### src/spi_cfg_pkg.sv
`default_nettype none

package spi_cfg_pkg;

    // Data path geometry
    localparam int DATA_WIDTH = 32;

    // Width of the csn bus
    localparam int SEL_WIDTH_MAX = 8;

    // Select decode modes
    localparam int SEL_ONEHOT = 0;
    localparam int SEL_BINARY = 1;

    // Enough to hold a length of 32
    localparam int XFER_LEN_WIDTH = 6;

endpackage

`default_nettype wire

### src/spi_cmd_pkg.sv
`default_nettype none

package spi_cmd_pkg;

    import spi_cfg_pkg::*;

    typedef logic [2:0] device_t;
    typedef logic [XFER_LEN_WIDTH-1:0] xfer_len_t;

    // Cycle counts for SCLK half period and guard delays
    typedef logic [7:0] wait_t;

    // One SPI transaction, MSB first in field order
    typedef struct packed {
        device_t   device;
        logic      cpol;
        logic      cpha;
        xfer_len_t xfer_len;
        wait_t     sclk_cycles;
        wait_t     wait_start;
        wait_t     csn_to_sclk;
        wait_t     sclk_to_csn;
    } spi_cmd_t;

    // Single bit on the shift streams
    typedef struct packed {
        logic value;
    } spi_bit_t;

endpackage

`default_nettype wire

### src/spi_engine.sv
`default_nettype none

module spi_engine import spi_cfg_pkg::*, spi_cmd_pkg::*; #(
    parameter int SEL_MODE  = SEL_ONEHOT,
    parameter int SEL_WIDTH = SEL_WIDTH_MAX
) (
    input  logic                 clk,
    input  logic                 rstn,
    input  logic                 cmd_valid,
    output logic                 cmd_ready,
    input  spi_cmd_t             cmd_data,
    input  logic                 mosi_empty,
    input  logic                 tx_bit_valid,
    output logic                 tx_bit_ready,
    input  spi_bit_t             tx_bit,
    output logic                 rx_bit_valid,
    input  logic                 rx_bit_ready,
    output spi_bit_t             rx_bit,
    output logic                 cmd_completed,
    output logic                 engine_busy,
    output logic                 sclk,
    output logic                 mosi,
    input  logic                 miso,
    output logic [SEL_WIDTH-1:0] csn,
    output logic                 sel_active
);

    typedef enum logic [2:0] {
        IDLE,
        WAIT_BEGIN,
        SELECT,
        LATCH,
        SHIFT,
        DESELECT,
        WAIT_END,
        END
    } state_t;

    state_t state;
    spi_cmd_t cur_cmd;
    wait_t timer;
    wait_t sclk_cnt;
    logic [XFER_LEN_WIDTH:0] edges_left;
    logic sclk_gen;
    logic trigger;
    logic cmd_accept;
    logic edge_due;
    logic edge_sample;
    logic sclk_hold;
    logic edge_fire;

    function automatic logic [SEL_WIDTH-1:0] gen_sel(input device_t dev);
        logic [SEL_WIDTH-1:0] sel;
        if (SEL_MODE == SEL_BINARY) begin
            sel = SEL_WIDTH'(dev);
        end else begin
            sel = SEL_WIDTH'(1) << dev;
        end
        return sel;
    endfunction

    function automatic wait_t dec_sat(input wait_t w);
        return (w == '0) ? '0 : w - 1'b1;
    endfunction

    assign sclk          = sclk_gen ^ cur_cmd.cpol;
    assign mosi          = tx_bit.value;
    assign trigger       = (timer == '0);
    assign cmd_accept    = cmd_valid & cmd_ready;
    assign cmd_completed = (state == END);
    assign engine_busy   = (state != IDLE);

    //////////////////////////////
    // Edge scheduling
    //////////////////////////////

    // SELECT runs the first edge, sample type when cpha is 0
    always_comb begin
        edge_due    = 1'b0;
        edge_sample = 1'b0;
        case (state)
            SELECT: begin
                edge_due    = trigger;
                edge_sample = ~cur_cmd.cpha;
            end
            LATCH: begin
                edge_due    = (sclk_cnt == '0);
                edge_sample = 1'b1;
            end
            SHIFT: begin
                edge_due = (sclk_cnt == '0);
            end
            default: begin
            end
        endcase
    end

    assign tx_bit_ready = edge_due & (state == SHIFT);

    // Stretch SCLK on a late tx bit or a refused rx bit
    assign sclk_hold = edge_sample ? (rx_bit_valid & ~rx_bit_ready)
                                   : (tx_bit_ready & ~tx_bit_valid);
    assign edge_fire = edge_due & ~sclk_hold;

    //////////////////////////////
    // Sequencer
    //////////////////////////////

    always_ff @(posedge clk) begin
        if (!rstn) begin
            state        <= IDLE;
            cmd_ready    <= 1'b0;
            cur_cmd      <= '0;
            timer        <= '0;
            sclk_cnt     <= '0;
            edges_left   <= '0;
            sclk_gen     <= 1'b0;
            rx_bit_valid <= 1'b0;
            csn          <= '0;
            sel_active   <= 1'b0;
        end else begin
            if (rx_bit_valid && rx_bit_ready) begin
                rx_bit_valid <= 1'b0;
            end
            if (timer != '0) begin
                timer <= timer - 1'b1;
            end

            case (state)
                IDLE: begin
                    sclk_gen <= 1'b0;
                    if (cmd_accept) begin
                        cmd_ready  <= 1'b0;
                        cur_cmd    <= cmd_data;
                        timer      <= cmd_data.wait_start;
                        edges_left <= {cmd_data.xfer_len, 1'b0};
                        state      <= WAIT_BEGIN;
                    end else begin
                        cmd_ready <= ~mosi_empty & rx_bit_ready;
                    end
                end
                WAIT_BEGIN: begin
                    if (trigger) begin
                        csn        <= gen_sel(cur_cmd.device);
                        sel_active <= 1'b1;
                        timer      <= dec_sat(cur_cmd.csn_to_sclk);
                        state      <= SELECT;
                    end
                end
                LATCH, SHIFT: begin
                    if (sclk_cnt != '0) begin
                        sclk_cnt <= sclk_cnt - 1'b1;
                    end
                end
                DESELECT: begin
                    // Last rx bit must be taken before align
                    if (trigger && (!rx_bit_valid || rx_bit_ready)) begin
                        csn        <= '0;
                        sel_active <= 1'b0;
                        state      <= WAIT_END;
                    end
                end
                WAIT_END: begin
                    state <= END;
                end
                END: begin
                    state <= IDLE;
                end
                default: begin
                end
            endcase

            if (edge_fire) begin
                sclk_gen   <= ~sclk_gen;
                sclk_cnt   <= cur_cmd.sclk_cycles;
                edges_left <= edges_left - 1'b1;
                if (edge_sample) begin
                    rx_bit_valid <= 1'b1;
                end
                if (edges_left <= 1) begin
                    timer <= dec_sat(cur_cmd.sclk_to_csn);
                    state <= DESELECT;
                end else if (edge_sample) begin
                    state <= SHIFT;
                end else begin
                    state <= LATCH;
                end
            end
        end
    end

    always_ff @(posedge clk) begin
        if (edge_fire && edge_sample) begin
            rx_bit.value <= miso;
        end
    end

endmodule

`default_nettype wire

### src/spi_fifo_engine.sv
`default_nettype none

module spi_fifo_engine import spi_cfg_pkg::*, spi_cmd_pkg::*; #(
    parameter int SEL_MODE   = SEL_ONEHOT,
    parameter int SEL_WIDTH  = SEL_WIDTH_MAX,
    parameter int CMD_DEPTH  = 16,
    parameter int DATA_DEPTH = 64
) (
    input  logic                  clk,
    input  logic                  rstn,
    input  logic                  cmd_valid,
    output logic                  cmd_ready,
    input  spi_cmd_t              cmd_data,
    input  logic                  mosi_valid,
    output logic                  mosi_ready,
    input  logic [DATA_WIDTH-1:0] mosi_data,
    output logic                  miso_valid,
    input  logic                  miso_ready,
    output logic [DATA_WIDTH-1:0] miso_data,
    output logic                  cmd_completed,
    output logic                  engine_busy,
    output logic                  sclk,
    output logic                  mosi,
    input  logic                  miso,
    output logic [SEL_WIDTH-1:0]  csn,
    output logic                  sel_active
);

    typedef logic [DATA_WIDTH-1:0] data_word_t;

    // Command FIFO to engine
    logic     f2e_cmd_valid;
    logic     f2e_cmd_ready;
    spi_cmd_t f2e_cmd_data;

    // MOSI FIFO to serializer
    logic       f2s_valid;
    logic       f2s_ready;
    data_word_t f2s_data;

    // Deserializer to MISO FIFO
    logic       d2f_valid;
    logic       d2f_ready;
    data_word_t d2f_data;

    // Bit streams around the engine
    logic     tx_bit_valid;
    logic     tx_bit_ready;
    spi_bit_t tx_bit;
    logic     rx_bit_valid;
    logic     rx_bit_ready;
    spi_bit_t rx_bit;
    logic     mosi_empty;

    spi_stream_fifo #(
        .payload_t(spi_cmd_t),
        .DEPTH(CMD_DEPTH)
    ) cmd_fifo (
        .clk(clk),
        .rstn(rstn),
        .in_valid(cmd_valid),
        .in_ready(cmd_ready),
        .in_data(cmd_data),
        .out_valid(f2e_cmd_valid),
        .out_ready(f2e_cmd_ready),
        .out_data(f2e_cmd_data)
    );

    spi_stream_fifo #(
        .payload_t(data_word_t),
        .DEPTH(DATA_DEPTH)
    ) mosi_fifo (
        .clk(clk),
        .rstn(rstn),
        .in_valid(mosi_valid),
        .in_ready(mosi_ready),
        .in_data(mosi_data),
        .out_valid(f2s_valid),
        .out_ready(f2s_ready),
        .out_data(f2s_data)
    );

    spi_stream_fifo #(
        .payload_t(data_word_t),
        .DEPTH(DATA_DEPTH)
    ) miso_fifo (
        .clk(clk),
        .rstn(rstn),
        .in_valid(d2f_valid),
        .in_ready(d2f_ready),
        .in_data(d2f_data),
        .out_valid(miso_valid),
        .out_ready(miso_ready),
        .out_data(miso_data)
    );

    spi_mosi_serializer mosi_shift (
        .clk(clk),
        .rstn(rstn),
        .word_valid(f2s_valid),
        .word_ready(f2s_ready),
        .word_data(f2s_data),
        .bit_valid(tx_bit_valid),
        .bit_ready(tx_bit_ready),
        .bit_data(tx_bit),
        .align(cmd_completed),
        .empty(mosi_empty)
    );

    spi_miso_deserializer miso_shift (
        .clk(clk),
        .rstn(rstn),
        .bit_valid(rx_bit_valid),
        .bit_ready(rx_bit_ready),
        .bit_data(rx_bit),
        .word_valid(d2f_valid),
        .word_ready(d2f_ready),
        .word_data(d2f_data),
        .align(cmd_completed)
    );

    spi_engine #(
        .SEL_MODE(SEL_MODE),
        .SEL_WIDTH(SEL_WIDTH)
    ) engine (
        .clk(clk),
        .rstn(rstn),
        .cmd_valid(f2e_cmd_valid),
        .cmd_ready(f2e_cmd_ready),
        .cmd_data(f2e_cmd_data),
        .mosi_empty(mosi_empty),
        .tx_bit_valid(tx_bit_valid),
        .tx_bit_ready(tx_bit_ready),
        .tx_bit(tx_bit),
        .rx_bit_valid(rx_bit_valid),
        .rx_bit_ready(rx_bit_ready),
        .rx_bit(rx_bit),
        .cmd_completed(cmd_completed),
        .engine_busy(engine_busy),
        .sclk(sclk),
        .mosi(mosi),
        .miso(miso),
        .csn(csn),
        .sel_active(sel_active)
    );

endmodule

`default_nettype wire

### src/spi_miso_deserializer.sv
`default_nettype none

module spi_miso_deserializer import spi_cfg_pkg::*, spi_cmd_pkg::*; (
    input  logic                  clk,
    input  logic                  rstn,
    input  logic                  bit_valid,
    output logic                  bit_ready,
    input  spi_bit_t              bit_data,
    output logic                  word_valid,
    input  logic                  word_ready,
    output logic [DATA_WIDTH-1:0] word_data,
    input  logic                  align
);

    logic [DATA_WIDTH-1:0] shreg;
    logic pending;

    // No new bits until the gathered word leaves
    assign bit_ready  = ~pending;
    assign word_valid = pending;
    assign word_data  = shreg;

    always_ff @(posedge clk) begin
        if (!rstn) begin
            pending <= 1'b0;
            shreg   <= '0;
        end else if (word_valid && word_ready) begin
            pending <= 1'b0;
            shreg   <= '0;
        end else begin
            if (bit_valid && bit_ready) begin
                shreg <= {shreg[DATA_WIDTH-2:0], bit_data.value};
            end
            if (align) begin
                pending <= 1'b1;
            end
        end
    end

endmodule

`default_nettype wire

### src/spi_mosi_serializer.sv
`default_nettype none

module spi_mosi_serializer import spi_cfg_pkg::*, spi_cmd_pkg::*; (
    input  logic                  clk,
    input  logic                  rstn,
    input  logic                  word_valid,
    output logic                  word_ready,
    input  logic [DATA_WIDTH-1:0] word_data,
    output logic                  bit_valid,
    input  logic                  bit_ready,
    output spi_bit_t              bit_data,
    input  logic                  align,
    output logic                  empty
);

    logic [DATA_WIDTH-1:0] shreg;
    logic staged;

    assign empty          = ~staged;
    assign word_ready     = ~staged;
    assign bit_valid      = staged;
    assign bit_data.value = shreg[DATA_WIDTH-1];

    always_ff @(posedge clk) begin
        if (!rstn) begin
            staged <= 1'b0;
        end else if (word_valid && word_ready) begin
            staged <= 1'b1;
        end else if (align) begin
            // Rest of the word is dropped
            staged <= 1'b0;
        end
    end

    always_ff @(posedge clk) begin
        if (word_valid && word_ready) begin
            shreg <= word_data;
        end else if (bit_valid && bit_ready) begin
            shreg <= {shreg[DATA_WIDTH-2:0], 1'b0};
        end
    end

endmodule

`default_nettype wire

### src/spi_stream_fifo.sv
`default_nettype none

module spi_stream_fifo #(
    parameter type payload_t = logic [7:0],
    parameter int DEPTH = 16
) (
    input  logic     clk,
    input  logic     rstn,
    input  logic     in_valid,
    output logic     in_ready,
    input  payload_t in_data,
    output logic     out_valid,
    input  logic     out_ready,
    output payload_t out_data
);

    localparam int PTR_W = (DEPTH > 1) ? $clog2(DEPTH) : 1;
    localparam int CNT_W = $clog2(DEPTH + 1);

    payload_t mem [DEPTH];

    logic [PTR_W-1:0] wr_ptr;
    logic [PTR_W-1:0] rd_ptr;
    logic [CNT_W-1:0] count;
    logic [CNT_W-1:0] count_next;
    logic push;
    logic pop;

    function automatic logic [PTR_W-1:0] next_ptr(input logic [PTR_W-1:0] p);
        return (p == PTR_W'(DEPTH - 1)) ? '0 : p + 1'b1;
    endfunction

    assign push      = in_valid & in_ready;
    assign pop       = out_valid & out_ready;
    assign out_valid = (count != '0);
    assign out_data  = mem[rd_ptr];

    always_comb begin
        count_next = count;
        if (push && !pop) begin
            count_next = count + 1'b1;
        end else if (pop && !push) begin
            count_next = count - 1'b1;
        end
    end

    always_ff @(posedge clk) begin
        if (push) begin
            mem[wr_ptr] <= in_data;
        end
    end

    always_ff @(posedge clk) begin
        if (!rstn) begin
            wr_ptr   <= '0;
            rd_ptr   <= '0;
            count    <= '0;
            in_ready <= 1'b0;
        end else begin
            if (push) begin
                wr_ptr <= next_ptr(wr_ptr);
            end
            if (pop) begin
                rd_ptr <= next_ptr(rd_ptr);
            end
            count <= count_next;
            // Registered full flag
            in_ready <= (count_next != CNT_W'(DEPTH));
        end
    end

endmodule

`default_nettype wire

### config.mk
export PLATFORM = sky130hd
export DESIGN_NAME = spi_fifo_engine
export DESIGN_NICKNAME = d
export VERILOG_FILES = /design/src/spi_cfg_pkg.sv /design/src/spi_cmd_pkg.sv /design/src/spi_engine.sv /design/src/spi_fifo_engine.sv /design/src/spi_miso_deserializer.sv /design/src/spi_mosi_serializer.sv /design/src/spi_stream_fifo.sv
export SDC_FILE = /design/constraint.sdc
export NUM_CORES = 2
export LEC_CHECK = 0
export BUFFER_PORTS_ARGS = -buffer_cell sky130_fd_sc_hd__buf_2
export CAP_MARGIN = 40
export CORE_MARGIN = 1
export CORE_UTILIZATION = 25
export CTS_CLUSTER_SIZE = 10
export DETAILED_ROUTE_END_ITERATION = 10
export PLACE_DENSITY_LB_ADDON = 0.3
export SLEW_MARGIN = 20
export SYNTH_ARGS = -nofsm -noshare
export SYNTH_HDL_FRONTEND = slang
export SYNTH_MEMORY_MAX_BITS = 65536
export SYNTH_SLANG_ARGS = --single-unit
### constraint.sdc
create_clock -name clk -period 6.96 [get_ports clk]
set_clock_uncertainty 0.05 [all_clocks]
set_input_delay 0 -clock clk [delete_from_list [all_inputs] [get_ports clk]]
set_output_delay 0 -clock clk [all_outputs]
set_load 0.005 [all_outputs]
Word-level counts from Yosys, hierarchy flattened
Memories as Yosys holds them, arrays and structs flattened. A register that Yosys moved wholly into a read port is not among the register bits. Index checks and enable logic that the tools add are counted.

Input bits: 81. Memories: 3. Logic and storage cells: 203. Output and inout bits: 48. RAM bits: 4784. Register bits after elaboration: 188.

Reductions and logical operators: 46. Shifts and indexed selects: 1. Add/sub/neg operators: 17. Eq/ne operators: 21. Bitwise operators: 18. Magnitude comparators: 1. Mux-type cells: 64.

Memory list: miso_fifo.mem (words 64, width 32, rd ports 1, clocked after Yosys merged registers in 1, write ports 1, line spi_stream_fifo.sv:20) `payload_t mem [DEPTH];`; mosi_fifo.mem (words 64, width 32, rd ports 1, clocked after Yosys merged registers in 1, write ports 1, line spi_stream_fifo.sv:20); cmd_fifo.mem (words 16, width 43, rd ports 1, clocked after Yosys merged registers in 1, write ports 1, line spi_stream_fifo.sv:20).

Operators with widths (number): 2-to-1 mux 8 bit (12); 2-to-1 mux 32 bit (2); 2-to-1 mux 7 bit (7); 2-to-1 mux 6 bit (8); logical NOT 8 bit (4); case mux 8 bit (2 select lines) (2); subtractor 8 x 1 -> 8 bit, second input constant (4); adder 6 x 1 -> 6 bit, second input constant (4); == test 6 bit, second input constant (4); subtractor 7 x 1 -> 7 bit, second input constant (3); 2-to-1 mux 3 bit (6); 2-to-1 mux 1 bit (17); 2-to-1 mux 4 bit (4); nonzero test 8 bit (2); case mux 3 bit (5 select lines) (1); adder 7 x 1 -> 7 bit, second input constant (2); inequality test 7 bit, second input constant (2); nonzero test 2 bit (7); nonzero test 7 bit (2); == test 3 bit, second input constant (4); logical AND 1 bit (12); AND 1 bit (11); 2-to-1 mux 5 bit (2); adder 4 x 1 -> 4 bit, second input constant (2); other kinds (24) (44).

Depth between registers and ports, before layout
Depth in word-level cells: 10. Depth in mapped cells: 11.

Cells and area by module
Synthesis repeated with hierarchy kept, for this count alone.

Cell total of the unflattened synthesis: 8516. Area, all modules: 191607.5 µm².

Modules (own cells, without submodules): spi_stream_fifo at miso_fifo ... (times used 2, area each 79059.6 µm², cells an instance 3367); spi_stream_fifo at cmd_fifo (times used 1, area each 26740.6 µm², cells an instance 1068); spi_engine (times used 1, area each 3633.5 µm², cells an instance 462); spi_miso_deserializer (times used 1, area each 1577.8 µm², cells an instance 176); spi_mosi_serializer (times used 1, area each 1536.5 µm², cells an instance 76).

Worst setup path before layout
Ideal clock, no wire load.

Path kind: reg2reg. Start point: register mosi_fifo.in_ready. End point: memory mosi_fifo.mem[15][0] (netlist bit), enable pin. Library setup time: 513 ps. Data required time: 6397 ps. Buffers on the path: 1. Cell stages (with the launch flop): 5. Path slack: 1989 ps. Data arrival time: 4407 ps. Period minus slack after synthesis: 4971 ps. Path through: dfxtp_1 and2_1 clkbuf_1 nand4_1 nor4b_1.

Cells in the longest elaborated chain, start to end: 3.

Ends and longest elaborated chain: start, declared (line spi_stream_fifo.sv:10) `output logic in_ready,`; start signal, assigned (line spi_stream_fifo.sv:68) `in_ready <= (count_next != CNT_W'(DEPTH));`; AND 1 bit (line spi_stream_fifo.sv:33) `assign push = in_valid & in_ready;`; 2-to-1 mux 1 bit (line spi_stream_fifo.sv:48) `if (push) begin`; 2-to-1 mux 1 bit (implied by the code) (line spi_stream_fifo.sv:49) `mem[wr_ptr] <= in_data;`; end, declared (line spi_stream_fifo.sv:20).

Every way passes these cells.

==> results.py <==
metrics = {
    "worst_setup_path": {
        "crit_type": "reg2out",
        "critPathMaxFanout": 35,
        "cp_num_buf_inv": 3,
        "endpoint_kind": "primary output",
        "critical_path.top_delay_family": "buffers and inverters",
        "required_ns": 6.91,
        "arrival_ns": 4.87,
        "path_cells": "buf_4 > buf_4 > mux4_2 > mux4_2 > a22oi_1 > nand2_1 > buf_2",
        "worst_setup_path_start_kind": "register",
        "max_stage_delay_ns": 0.84,
        "cp_slowest_cell": "dfxtp_4",
    },
    "floorplanning": {
        "initial_core_util_pct": 25.09,
        "fp.dieH_um": 874.8,
        "ios": 129,
        "row_count": 320,
        "dieArea_um2": 765400,
        "core_area_um2": 759100,
        "fp.dieW_um": 874.8,
    },
    "clock_network": {
        "cts.reportedPaths.clkPinSlew_ns": 0.06,
        "cts_tree": "yes",
        "h-tree-depth": 6,
        "clock_latency_ns": 1.11,
        "clock-sinks": 4988,
        "numCtsBuffers": 581,
        "clockBufferDepth": 4,
        "root_buffer": "clkbuf_16",
        "cts_resized": 0,
    },
    "sta": {
        "maxSlewViolCount": 0,
        "max_slew_margin_pct": 26.12,
        "period_needed_ns": 4.919,
        "rsz0062_at_grt": "false",
        "hold_viol": 0,
        "setup_tns_ns": 0,
        "tightest_slew_ns": 1.108,
        "whs_ns": 0.02110,
        "setup_viol": 0,
        "fmax_mhz": 203.3,
        "period_share_pct": 70.67,
    },
    "power": {
        "power.total_uw": 71120,
        "power.density_nw_per_um2": 315.7,
        "power.leakage_uw": 0.06367,
        "peakVddDrop_mv": 0.2728,
    },
    "route": {
        "routedWlPerCell_um": 27.39,
        "antenna_left": 0,
        "drt_pass1_iterations": 6,
        "first_iter_violations": 10170,
        "via_per_inst": 4.670,
        "vias": 92120,
        "drt_wl_total_um": 540400,
        "drcViolationCount": 0,
    },
    "global_routing": {
        "met3_usage_pct": 2.131,
        "grt_max_degree": 125,
        "grt_use_met1_pct": 18.10,
        "met2_usage_pct": 23.57,
        "top_usage_layer": "met2",
        "track_usage_pct": 13.71,
        "antenna_found_initial": 52,
        "grt_pass1_wl_um": 753100,
        "grt_overflow": 0,
        "grt_pass1_vias": 95950,
    },
    "flow_run": {
        "cap_violations": 0,
    },
    "finish": {
        "nNetsFinal": 9433,
        "drive_gt1_share_pct": 28.19,
        "final_util_pct": 29.68,
        "final_cells": 19730,
        "syn_to_final_growth_pct": 18.29,
    },
    "placed_design": {
        "dpl.cell_count": 18730,
        "dp.final_hpwl_um": 293700,
        "gp_congestion": 0.7513,
        "io_buffers": 128,
    },
    "synthesis": {
        "synth_seq_area_share_pct": 77.74,
        "synth.distinct_cells": 73,
        "synth.avg_cell_area_um2": 22.27,
        "synthFlopType": "edfxtp_1",
        "syn_inst": 8554,
        "syn_area_um2": 190500,
        "syn_nets": 8659,
        "synthArstFlopShare_pct": 0,
        "yosysWarnings": 0,
        "synth_edf_count": 4817,
        "yosys_register_bits": 4988,
    },
    "run_status": {
        "status": "finished, final reports clean",
    },
    "worst_hold_path": {
        "hold_path_class": "in2reg",
    },
}
layout make-up:
type                       instances  area (um^2)
fill                           73120       533800
sequential                      4988       148200
multi-input combinational       3068        41340
clock buffer                     743        15280
tap                            10140        12690
timing repair buffer             659         6545
clock inverter                    79         1130
inverter                          30        116.4
antenna                           15        37.54
sequential cells by signal, summed over array words and instances, names as in the netlist, 4 cells and up, named ones only:
signal	count
miso_fifo.mem	2048
mosi_fifo.mem	2048
cmd_fifo.mem	688
miso_shift.word_data	32
mosi_shift.shreg	32
engine.cur_cmd	29
engine.csn	8
engine.sclk_cnt	8
engine.timer	8
engine.edges_left	7
miso_fifo.count	7
mosi_fifo.count	7
miso_fifo.rd_ptr	6
miso_fifo.wr_ptr	6
mosi_fifo.rd_ptr	6
mosi_fifo.wr_ptr	6
cmd_fifo.count	5
cmd_fifo.rd_ptr	4
cmd_fifo.wr_ptr	4
timing repair:
item / 4_1_cts / 5_1_grt
hold buffers: 132 / 4
endpoints found under the hold margin: 2858 / 59
setup buffers: 0 / 0
where the power goes:
| group | switching, uW | internal [uW] | total, uW |
|---|---|---|---|
| registers | 390 | 33100 | 33500 |
| logic | 5740 | 4750 | 10500 |
| clock network | 11700 | 15400 | 27200 |
| total | 17900 | 53300 | 71100 |
worst reg2reg max path: cells and delay by family (launching register included):
| family | cells | cell delay [ns] |
|---|---|---|
| buffers and inverters | 2 | 1.65 |
| muxes | 1 | 0.18 |
| DFF | 1 | 0.66 |
| AOI/OAI and AO/OA | 3 | 1.37 |
| and+or+nand+nor | 2 | 0.35 |
worst paths after layout:
check                              end  slack (ns)  depth (start not counted)               start
setup / recovery          miso_data[7]        2.04                          7            register
setup reg to reg  mosi_shift.shreg[27]        2.55                          8            register
hold / removal     mosi_fifo.mem[0][4]        0.02                          3        mosi_data[4]
hold reg to reg     engine.cur_cmd[29]        0.41                          2  engine.cur_cmd[29]
synth_stat cells, types with 25 or more instances:
| master | count | area share [%] |
|---|---|---|
| buf_2 | 155 | 0.41 |
| xnor2_1 | 27 | 0.12 |
| nor2_1 | 240 | 0.47 |
| clkbuf_1 | 248 | 0.49 |
| buf_4 | 25 | 0.099 |
| mux2i_1 | 266 | 1.4 |
| nor3_1 | 27 | 0.071 |
| dfxtp_1 | 171 | 1.8 |
| o21ai_0 | 89 | 0.23 |
| nand2_1 | 351 | 0.69 |
| xor2_1 | 26 | 0.12 |
| mux4_2 | 1290 | 15 |
| nand3_1 | 99 | 0.26 |
| edfxtp_1 | 4817 | 76 |
| buf_1 | 29 | 0.057 |
| a22oi_1 | 290 | 1.1 |
| inv_1 | 30 | 0.059 |
| a21oi_1 | 122 | 0.32 |
per-stage QoR:
step	worst slack [ns]	instance area [um^2]
after floorplan	1.989	190500
after global placement	1.793	205200
after detailed placement	2.607	207100
after CTS	1.623	224900
after global routing	1.720	225300
final	2.041	225300
kinds of logic (layout without fill, tap and decap cells):
group	Yosys count	after routing	share of synthesized area (%)
DFF	4988	4988	77.74
muxes	1556	1556	16.65
and+or+nand+nor	847	847	1.968
AOI/OAI and AO/OA	587	587	2.058
buffers and inverters	498	1511	1.173
xor gates and xnor gates	53	53	0.2437
adders and majority gates	25	25	0.1629
other	0	15	0
routing by layer:
| metal | up-vias | part of all wire (%) | routed length [um] |
|---|---|---|---|
| met5 | - | 0.022 | 120 |
| met4 | 20 | 2.7 | 14840 |
| met3 | 829 | 5.9 | 31730 |
| met2 | 3298 | 50 | 269500 |
| met1 | 50420 | 41 | 224200 |
| li1 | 37550 | - | - |
cells in the final DEF, fill, tap and decap left out, types with 27 or more instances in the layout:
master	count
dfxtp_2	31
buf_4	259
buf_2	143
o21ai_0	71
clkbuf_1	153
a21oi_1	122
mux2i_1	266
inv_1	27
mux4_2	1290
edfxtp_1	4817
buf_16	34
nand3_1	98
dlygate4sd3_1	135
dfxtp_1	127
xnor2_1	27
a22oi_1	290
nor2_4	141
buf_12	67
nor2_1	100
clkbuf_16	585
nand2_1	350
Note: power is estimated with default switching activity, not from simulation.
